## src/logic/oq_pkg.sv

```systemverilog
`default_nettype none

package oq_pkg;

    ////////////////////
    // queue sizing
    ////////////////////

    // words in the shared packet buffer
    localparam int buffer_depth      = 256;
    localparam int buffer_addr_width = 8;

    // almost full once free words drop to this level
    localparam int almost_full_level = 32;

    // pending packets held by the rank sorter
    localparam int sorter_depth      = 16;
    localparam int rank_width        = 16;

    ////////////////////
    // types
    ////////////////////

    // one word address in the buffer
    typedef logic [buffer_addr_width-1:0] buf_addr_t;

    // word count, one extra bit so a full buffer reads 256
    typedef logic [buffer_addr_width:0] buf_count_t;

    // scheduling rank, lower leaves first
    typedef logic [rank_width-1:0] rank_t;

    // one pending packet in the sorter
    typedef struct packed {
        rank_t     rank;
        buf_addr_t sop_addr;
    } sorter_entry_t;

endpackage

`default_nettype wire

```

## src/logic/oq_stream_pkg.sv

```systemverilog
`default_nettype none

package oq_stream_pkg;

    ////////////////////
    // beat geometry
    ////////////////////

    // payload bits per beat
    localparam int beat_data_width = 64;

    // one keep bit per payload byte
    localparam int beat_keep_width = 8;

    typedef logic [beat_data_width-1:0] beat_data_t;
    typedef logic [beat_keep_width-1:0] beat_keep_t;

    // one stream beat as stored in the buffer and sent on egress
    typedef struct packed {
        beat_data_t data;
        beat_keep_t keep;
        logic       last;
    } stream_beat_t;

endpackage

`default_nettype wire

```

## src/logic/dequeue_ctrl.sv

```systemverilog
`timescale 1ns/100ps
`default_nettype none

module dequeue_ctrl
(
    input  wire logic                        axis_aclk,
    input  wire logic                        axis_resetn,

    // sorter side
    input  wire oq_pkg::sorter_entry_t       top_entry,
    input  wire logic                        sorter_empty,
    output logic                             pop,

    // buffer read port
    output logic                             rd_en,
    output oq_pkg::buf_addr_t                rd_addr,
    input  wire oq_stream_pkg::stream_beat_t rd_beat,
    input  wire oq_pkg::buf_addr_t           rd_next,

    // egress stream
    input  wire logic                        tx_ready,
    output oq_stream_pkg::stream_beat_t      tx_beat,
    output logic                             tx_valid
);

    typedef enum logic [1:0] {
        st_idle,
        st_fetch,
        st_send
    } deq_state_t;

    deq_state_t state;
    deq_state_t state_next;
    logic       transfer;

    assign transfer = tx_valid && tx_ready;

    ////////////////////
    // next state
    ////////////////////

    always_comb
    begin
        state_next = state;
        pop        = 1'b0;
        rd_en      = 1'b0;
        // follow the chain unless starting a packet
        rd_addr    = rd_next;
        case (state)
            st_idle:
            begin
                // pop lowest rank, read its first word
                if (!sorter_empty && !tx_valid)
                begin
                    pop        = 1'b1;
                    rd_en      = 1'b1;
                    rd_addr    = top_entry.sop_addr;
                    state_next = st_fetch;
                end
            end
            st_fetch:
            begin
                // read word lands this cycle
                state_next = st_send;
            end
            st_send:
            begin
                if (transfer)
                begin
                    if (tx_beat.last)
                    begin
                        state_next = st_idle;
                    end
                    else
                    begin
                        rd_en      = 1'b1;
                        state_next = st_fetch;
                    end
                end
            end
            default:
            begin
                state_next = st_idle;
            end
        endcase
    end

    always_ff @(posedge axis_aclk)
    begin
        if (!axis_resetn)
        begin
            state    <= st_idle;
            tx_valid <= 1'b0;
        end
        else
        begin
            state <= state_next;
            if (state == st_fetch)
            begin
                tx_valid <= 1'b1;
            end
            else if (transfer)
            begin
                tx_valid <= 1'b0;
            end
        end
    end

    // beat held until transferred
    always_ff @(posedge axis_aclk)
    begin
        if (state == st_fetch)
        begin
            tx_beat <= rd_beat;
        end
    end

endmodule

`default_nettype wire

```

## config.mk

```make
export PLATFORM = sky130hd
export DESIGN_NAME = dequeue_ctrl
export DESIGN_NICKNAME = d
export VERILOG_FILES = /design/src/logic/oq_pkg.sv /design/src/logic/oq_stream_pkg.sv /design/src/logic/dequeue_ctrl.sv
export SDC_FILE = /design/constraint.sdc
export NUM_CORES = 1
export LEC_CHECK = 0
export BUFFER_PORTS_ARGS = -buffer_cell sky130_fd_sc_hd__buf_4
export CAP_MARGIN = 15
export CORE_ASPECT_RATIO = 1.5
export CORE_MARGIN = 1
export CORE_UTILIZATION = 39
export DETAILED_ROUTE_END_ITERATION = 10
export GPL_TIMING_DRIVEN = 0
export HOLD_SLACK_MARGIN = 0.03
export PLACE_DENSITY = 0.85
export SETUP_SLACK_MARGIN = 0.2
export SYNTH_ARGS = -nofsm -noshare
export SYNTH_HDL_FRONTEND = slang
export SYNTH_SLANG_ARGS = --single-unit
export TNS_END_PERCENT = 50
```

## constraint.sdc

```tcl
create_clock -name axis_aclk -period 5.25 [get_ports axis_aclk]
set_clock_uncertainty 0.1 [all_clocks]
set_input_delay 0.2625 -clock axis_aclk [delete_from_list [all_inputs] [get_ports axis_aclk]]
set_output_delay 0.2625 -clock axis_aclk [all_outputs]
set_load 0.02 [all_outputs]
```

==> flow_summary.ini <==
[detailed_routing]
drt_wl_total_mm = 7.40
ant_nets = 0
vias_per_cell = 4.54
wl_met3_um = 676
wl_met2_mm = 4.23
first_pass_iters = 4
topRoutingLayerUsed = met4
wl_per_cell_um = 17.1
drc = 0
drt_iter0_markers = 97
drt-met1-wl_mm = 2.28
vias = 1970

[sta]
rsz0062_at_grt = false
max_slew_margin = 0.562
slew_violations = 0
finalSetupTns_ns = 0
post-route-min-period_ns = 2.36
worstMarginPinSlew_ns = 0.652
hold_viol = 0
max_freq_mhz = 425
final-setup-viol-count = 0
final.period_utilization = 0.449

[yosys]
syn_inst = 95
syn_nets = 204
ys_seq_area_frac = 0.927
netlist_area_sq_mm = 0.00243
synthDistinctLibCells = 12
ys_ff_latch = 76
synth_warnings = 0
syn_avg_cell_area_sq_um = 25.6

[global_routing]
globalRoute.totalOverflow = 0
antenna_found_initial = 0
grt_pass1_vias = 2137
grt_use_total = 0.235
grt_max_degree = 32
grt_pass1_wl_mm = 10.6

[power]
seq_power_share = 0.515
clkPwrFrac = 0.306
p_leak_nw = 2.02
p_comb_frac = 0.179
p_sw_uw = 331
power_density_mw_per_mm2 = 289
sw_frac_of_total = 0.237
p_int_mw = 1.06
peakVddDrop_v = 0.000197

[clock_tree]
cts_htree_levels = 3
numCtsBuffers = 9
cts_max_path_buffers = 2
clk_latency_ns = 0.34
clk_pin_slew_ns = 0.08
cts_tree = done
cts_resized = 0
ctsRootBufferMaster = clkbuf_8
clock-sinks = 76

[critical_path]
cp.arrival_ns = 1.99
slowest_delay_ns = 0.66
reg2reg_depth = 2
critPathLaunchType = flip-flop
crit_required_ns = 4.89
cp_slowest_cell = nor4_4
cp_max_fo = 9
critPathKind = flip-flop to output port
cp_cell_sequence = nor4_4 -> mux2_2 -> buf_4
end_kind = output port

[cells_and_area]
layout-drive-gt1-share = 0.558
diodes = 0
stdcell_count = 434
final_common_cell = buf_4
nNetsFinal = 466
final_cell_mix = buf_4, dlygate4sd3_1, edfxtp_1
final_area_sq_mm = 0.00482
area_delta_synth_final_pct = 98.3

[die]
die_y_um = 98.6
ioPinCount = 193
die_x_um = 66.4
core_area_sq_mm = 0.00591
rows = 34
dieArea_sq_mm = 0.00655
start_util = 0.411

[outcome]
run_status = finished clean

[placement]
dpl.hpwl_mm = 4.44
dpl_cell_area_sq_mm = 0.00389
gp_congestion = 0.721
placedCellCount = 345
io_buffers = 176

[hold_path]
hold_class = input pin to flip-flop
hold_depth = 2

[job]
cap_violations = 0
[power groups by stage]
| stage | logic (mW) | registers [mW] | clock network, mW |
|---|---|---|---|
| 2_1_floorplan | 0.0403 | 0.772 | 0 |
| 3_3_place_gp | 0.189 | 0.734 | 0 |
| 3_5_place_dp | 0.202 | 0.730 | 0 |
| 4_1_cts | 0.247 | 0.717 | 0.431 |
| 5_1_grt | 0.262 | 0.719 | 0.463 |
| 6_report | 0.250 | 0.717 | 0.427 |
[layout make-up]
class	instances	area (sq um)
Timing Repair Buffer	251	2100
Fill cell	299	1100
Inverter	1	3.75
Tap cell	72	90.1
Clock buffer	10	128
Multi-Input combinational cell	18	180
Sequential cell	76	2250
Clock inverter	6	62.6
[synth_stat cells]
master / number / area [sq um]
a211oi_1: 1 / 7.51
a21oi_1: 1 / 5.00
and2_1: 1 / 6.26
dfxtp_1: 3 / 60.1
edfxtp_1: 73 / 2190
inv_1: 1 / 3.75
mux2_2: 8 / 90.1
nand4b_1: 1 / 8.76
nor2b_1: 2 / 12.5
nor4_4: 1 / 21.3
o21a_1: 2 / 15.0
or3_1: 1 / 6.26
[repair_timing]
action                                  CTS  global route
endpoints found under the setup margin    0             0
setup buffers                             0             0
hold endpoints to repair                 73             0
hold buffers                             73             0
[logic make-up after synthesis]
group,share of synthesized area
flip-flops,0.927
multiplexers,0.0371
AO/OA/AOI/OAI,0.0113
AND/OR/NAND/NOR,0.0227
buffers and inverters,0.00154
[worst max-delay path, delay by kind of cell (launching register included)]
kind	cells	cell delay, ns
and+or+nand+nor	1	0.66
muxes	1	0.42
DFF	1	0.41
buffers and inverters	1	0.16
[final timing paths]
path                            slack [ns]                     to                   from
worst max register to register        3.52  tx_beat[45]$_DFFE_PP_  state[0]$_SDFFE_PN0P_
worst min-delay path                  0.05  state[1]$_SDFFE_PN0P_            axis_resetn
worst min register to register        0.62  state[0]$_SDFFE_PN0P_  state[0]$_SDFFE_PN0P_
worst max-delay path                  2.89             rd_addr[4]  tx_valid$_SDFFE_PN0P_
[registers in the layout (all words and copies together) (netlist names)]
register  count
tx_valid      1
tx_beat      73
state         2
[metrics by stage]
stage                     setup WS [ns]  total power, mW  utilization  hold WS [ns]
after floorplan                   0.918            0.812            -         0.261
after global routing               2.82             1.44        0.814        0.0614
after CTS                          2.90             1.39        0.814        0.0393
after detailed placement           3.30            0.932        0.659         0.342
after global placement           -0.132            0.923        0.649         0.340
final                              2.89             1.39        0.814        0.0543
[layer usage]
layer	vias up	global-route usage
li1	906	-
met1	918	0.212
met2	130	0.430
met3	16	0.103
met4	0	0.108
met5	-	0
No activity file was read; power rests on OpenSTA's default activity.
