`config.mk`:
```
export PLATFORM = sky130hd
export DESIGN_NAME = rank_sorter
export DESIGN_NICKNAME = d
export VERILOG_FILES = /design/src/logic/oq_pkg.sv /design/src/logic/rank_sorter.sv
export SDC_FILE = /design/constraint.sdc
export NUM_CORES = 1
export LEC_CHECK = 0
export BUFFER_PORTS_ARGS = -buffer_cell sky130_fd_sc_hd__clkbuf_2
export CAP_MARGIN = 20
export CORE_UTILIZATION = 60
export CTS_CLUSTER_SIZE = 10
export DETAILED_ROUTE_END_ITERATION = 8
export GPL_ROUTABILITY_DRIVEN = 0
export GPL_TIMING_DRIVEN = 0
export PLACE_DENSITY = 0.8
export SLEW_MARGIN = 20
export SYNTH_ARGS = -nofsm -noshare
export SYNTH_HDL_FRONTEND = slang
export SYNTH_SLANG_ARGS = --single-unit
```
`constraint.sdc`:
```
create_clock -name axis_aclk -period 9.9 [get_ports axis_aclk]
set_input_delay 1.98 -clock axis_aclk [delete_from_list [all_inputs] [get_ports axis_aclk]]
set_output_delay 1.98 -clock axis_aclk [all_outputs]
set_load 0.01 [all_outputs]
```
`src/logic/oq_pkg.sv`:
```
`default_nettype none

package oq_pkg;

    ////////////////////
    // queue sizing
    ////////////////////

    // words in the shared packet buffer
    localparam int buffer_depth      = 256;
    localparam int buffer_addr_width = 8;

    // almost full once free words drop to this level
    localparam int almost_full_level = 32;

    // pending packets held by the rank sorter
    localparam int sorter_depth      = 16;
    localparam int rank_width        = 16;

    ////////////////////
    // types
    ////////////////////

    // one word address in the buffer
    typedef logic [buffer_addr_width-1:0] buf_addr_t;

    // word count, one extra bit so a full buffer reads 256
    typedef logic [buffer_addr_width:0] buf_count_t;

    // scheduling rank, lower leaves first
    typedef logic [rank_width-1:0] rank_t;

    // one pending packet in the sorter
    typedef struct packed {
        rank_t     rank;
        buf_addr_t sop_addr;
    } sorter_entry_t;

endpackage

`default_nettype wire

```
`src/logic/rank_sorter.sv`:
```
`timescale 1ns/100ps
`default_nettype none

module rank_sorter
(
    input  wire logic                  axis_aclk,
    input  wire logic                  axis_resetn,

    input  wire logic                  insert,
    input  wire oq_pkg::sorter_entry_t insert_entry,
    input  wire logic                  pop,

    output oq_pkg::sorter_entry_t      top_entry,
    output logic                       empty,
    output logic                       full
);

    // slot 0 holds the lowest rank
    oq_pkg::sorter_entry_t           slot_entry [oq_pkg::sorter_depth];
    logic [oq_pkg::sorter_depth-1:0] slot_valid;

    // array after an optional pop
    oq_pkg::sorter_entry_t           pop_entry  [oq_pkg::sorter_depth];
    logic [oq_pkg::sorter_depth-1:0] pop_valid;

    // slot stays ahead of the new entry
    logic [oq_pkg::sorter_depth-1:0] keep;

    oq_pkg::sorter_entry_t           next_entry [oq_pkg::sorter_depth];
    logic [oq_pkg::sorter_depth-1:0] next_valid;

    ////////////////////
    // pop shift
    ////////////////////

    always_comb
    begin
        for (int i = 0; i < oq_pkg::sorter_depth - 1; i++)
        begin
            pop_entry[i] = pop ? slot_entry[i+1] : slot_entry[i];
            pop_valid[i] = pop ? slot_valid[i+1] : slot_valid[i];
        end
        // last slot empties on pop
        pop_entry[oq_pkg::sorter_depth-1] = slot_entry[oq_pkg::sorter_depth-1];
        pop_valid[oq_pkg::sorter_depth-1] = slot_valid[oq_pkg::sorter_depth-1] && !pop;
    end

    ////////////////////
    // insert
    ////////////////////

    always_comb
    begin
        // equal rank stays ahead, keeps arrival order
        for (int i = 0; i < oq_pkg::sorter_depth; i++)
        begin
            keep[i] = pop_valid[i] && (pop_entry[i].rank <= insert_entry.rank);
        end

        next_entry = pop_entry;
        next_valid = pop_valid;
        if (insert)
        begin
            if (!keep[0])
            begin
                next_entry[0] = insert_entry;
                next_valid[0] = 1'b1;
            end
            // first non-kept slot takes the entry, the rest move back one
            for (int i = 1; i < oq_pkg::sorter_depth; i++)
            begin
                if (!keep[i])
                begin
                    next_entry[i] = keep[i-1] ? insert_entry : pop_entry[i-1];
                    next_valid[i] = keep[i-1] ? 1'b1 : pop_valid[i-1];
                end
            end
        end
    end

    // control state
    always_ff @(posedge axis_aclk)
    begin
        if (!axis_resetn)
        begin
            slot_valid <= '0;
        end
        else
        begin
            slot_valid <= next_valid;
        end
    end

    // entries
    always_ff @(posedge axis_aclk)
    begin
        slot_entry <= next_entry;
    end

    assign top_entry = slot_entry[0];
    assign empty     = !slot_valid[0];
    assign full      = slot_valid[oq_pkg::sorter_depth-1];

endmodule

`default_nettype wire

```
==> impl_metrics.ini <==
[pwr]
switchingPower_uw = 3190
swShare = 0.383
combPwrFrac = 0.474
peakVddDrop_mv = 0.150
powerDensity_mw_per_mm2 = 285
internal_power_uw = 5130
power_frac_seq = 0.341
total_leakage_power_uw = 0.0136
pwr-share-clk = 0.185

[setup_path]
cp-startpoint = pop
r2r_start = pop_entry[19]$_DFFE_PP_
crit_type = input port to register
reg2reg_to = pop_entry[18]$_DFFE_PP_
cp-start-kind = input port
r2r_slack_ns = 6.10
worstPathMaxFanout = 10
arrival_ns = 7.27
critPathRequiredTime_ns = 10.41
setup.worst_path.end = slot_entry[156]$_DFF_P_
r2r_cells = 8
crit_path_end_kind = register

[synthesis]
netlist_area_mm2 = 0.0270
synth-async-reset-ratio = 0
synth_top_flop_cell = dfxtp_1
synth_cell_types = 54
synthCells = 2827
synth-seq-area-share = 0.305
synth_seq_cells = 400
postSynthNetCount = 3111
ys_warn_count = 0
synth_edf_count = 24
avgSynthCellArea_um2 = 9.55

[floorplanning]
start_util = 0.609
die_area_mm2 = 0.0459
dieHeight_um = 214
ios = 54
die_x_um = 214
row_count = 77
core_mm2 = 0.0443

[finish]
num-nets-final = 3197
finalNonFillerCells = 3521
drive_above_1_share = 0.208
nFillCells = 3540
area_growth_pct = 8.21
fin_util = 0.660
seq_area_mm2 = 0.00825
multi_input_area_mm2 = 0.0174

[clock_network]
ctsLongestPathBuffers = 3
htreeDepth = 2
ctsResizeCount = 0
clockRootBuffer = clkbuf_16
path_clk_slew_ns = 0.06
clock_latency_ns = 0.60
cts_tree = yes
clkSinkCount = 400
cts_buffers = 46
cts_setup_buffers = 0
postCtsHoldBufs = 0

[timing]
layout_min_cycle_time_ns = 6.76
setup_tns_ns = 0
tightest_slew_ns = 1.05
drv_slew = 0
fmaxAchievable_mhz = 148
finalHoldViolCount = 0
relSlewSlack = 0.281
setup_viol_count_final = 0
rsz0062_at_grt = no
clock_skew_ns = 0.0335
min_period_over_period = 0.683

[place]
dp_hpwl_um = 63300
dpl.cell_count = 3457
port_buffers = 37

[hold_path]
worstHoldStart = slot_entry[77]$_DFF_P_
min_path_type = register to register

[run]
cap_violations = 0

[run_status]
status = finished, final reports clean

[routing]
postRouteAntennaNets = 0
wirelength_um = 78500
route.detailed.drc = 0
firstDrtPassIters = 6
viasPerCell = 6.34
vias = 22300
wl_per_cell_um = 22.3
first_iter_violations = 1913

[grt]
grt_pass1_wl_um = 121000
grt_max_degree = 21
overflow = 0
track_usage = 0.330
grt_pass1_vias = 22400
antenna_found_initial = 1
-- critical path: stages --
cell	delay (ns)
buf_6	0.16
buf_4	0.26
buf_2	0.42
buf_1	0.75
buf_2	0.51
mux2i_1	0.35
inv_1	0.08
ha_1	0.32
nand4_1	0.23
nor4_1	0.71
a2111o_1	0.46
and3_1	0.20
buf_2	0.21
buf_2	0.33
mux2i_1	0.26
-- final cells by class --
class                      instances  share of cell area
buffer                           228              0.0366
tap                              592              0.0253
clock buffer                      60              0.0422
sequential                       400               0.282
clock inverter                     2            0.000471
multi-input combinational       2126               0.596
antenna                            2            0.000171
timing repair buffer              38             0.00728
inverter                          73             0.00937
-- layout by cell type, fill, tap and decap left out, types with 20 or more instances in the layout --
cell | Yosys | layout
o22ai_1 | 24 | 24
o21ai_0 | 205 | 204
clkbuf_16 | 0 | 47
mux2_2 | 390 | 390
nor2_1 | 58 | 58
clkbuf_2 | 0 | 37
ha_1 | 256 | 256
edfxtp_1 | 24 | 24
clkbuf_1 | 130 | 142
a31oi_1 | 29 | 29
dfxtp_1 | 376 | 376
nand2_1 | 296 | 296
buf_4 | 30 | 30
buf_2 | 56 | 56
a21oi_1 | 180 | 180
nor3b_1 | 31 | 31
nand4_1 | 47 | 47
o211ai_1 | 37 | 37
nor3_1 | 20 | 20
mux2i_1 | 375 | 375
inv_1 | 72 | 72
o31ai_1 | 23 | 23
-- power groups by stage --
stage	logic, uW	clock network (uW)	registers, uW
3_3_place_gp	3620	0	2790
5_1_grt	4350	1590	2900
6_report	3950	1540	2830
3_5_place_dp	3840	0	2840
4_1_cts	3880	1530	2810
2_1_floorplan	3060	0	2650
-- logic make-up (layout without fill, tap and decap cells) --
group	after synthesis	count (layout)	share of synthesized area
other	0	2	0
muxes	784	784	0.312
adders and majority gates	256	256	0.119
and+or+nand+nor	499	499	0.0832
DFF	400	400	0.305
buffers and inverters	301	401	0.0497
AOI/OAI and AO/OA	587	587	0.131
-- sequential cells by signal, indices dropped and copies added (netlist names) --
register,count
slot_entry,336
slot_valid,16
top_entry,24
pop_entry,24
-- synthesized netlist by cell type, drive strengths merged (13+ instances only) --
library cell	instances	share of area
inv	72	0.010
mux2	409	0.17
o21ai	207	0.038
nor2	58	0.0081
a21o	13	0.0036
clkbuf	130	0.018
a31oi	38	0.012
o211ai	37	0.010
mux2i	375	0.14
edfxtp	24	0.027
nor3	20	0.0037
nand4	47	0.011
nand2	297	0.041
nor3b	31	0.0086
ha	256	0.12
dfxtp	376	0.28
o31ai	23	0.0064
o22ai	24	0.0056
a21oi	180	0.033
nor2b	17	0.0039
buf	98	0.021
-- worst min-delay path by stage --
stage | end | slack (ns) | cells past startpoint
CTS | slot_entry[75]$_DFF_P_ | 0.57 | 2
global placement | slot_entry[51]$_DFF_P_ | 0.54 | 2
finish | slot_entry[77]$_DFF_P_ | 0.57 | 2
detailed placement | slot_entry[77]$_DFF_P_ | 0.55 | 2
floorplan | slot_entry[144]$_DFF_P_ | 0.51 | 2
global route | slot_entry[77]$_DFF_P_ | 0.59 | 2
-- through the flow --
| stage | total power, uW | worst slack, ns | instance area (um2) | hold WS [ns] |
|---|---|---|---|---|
| final | 8320 | 3.14 | 29200 | 0.571 |
| after global routing | 8840 | 2.95 | 29200 | 0.594 |
| after CTS | 8220 | 3.34 | 29200 | 0.572 |
| after detailed placement | 6680 | 2.74 | 28000 | 0.549 |
| after global placement | 6420 | 2.87 | 27900 | 0.536 |
| after floorplan | 5710 | 4.36 | 27000 | 0.512 |
-- routing by layer --
layer	global-route usage	routed length, um
met5	0	0
met4	0.203	4470
met1	0.395	31800
met3	0.0482	5320
met2	0.559	36800
(Power assumes the default switching activity.)
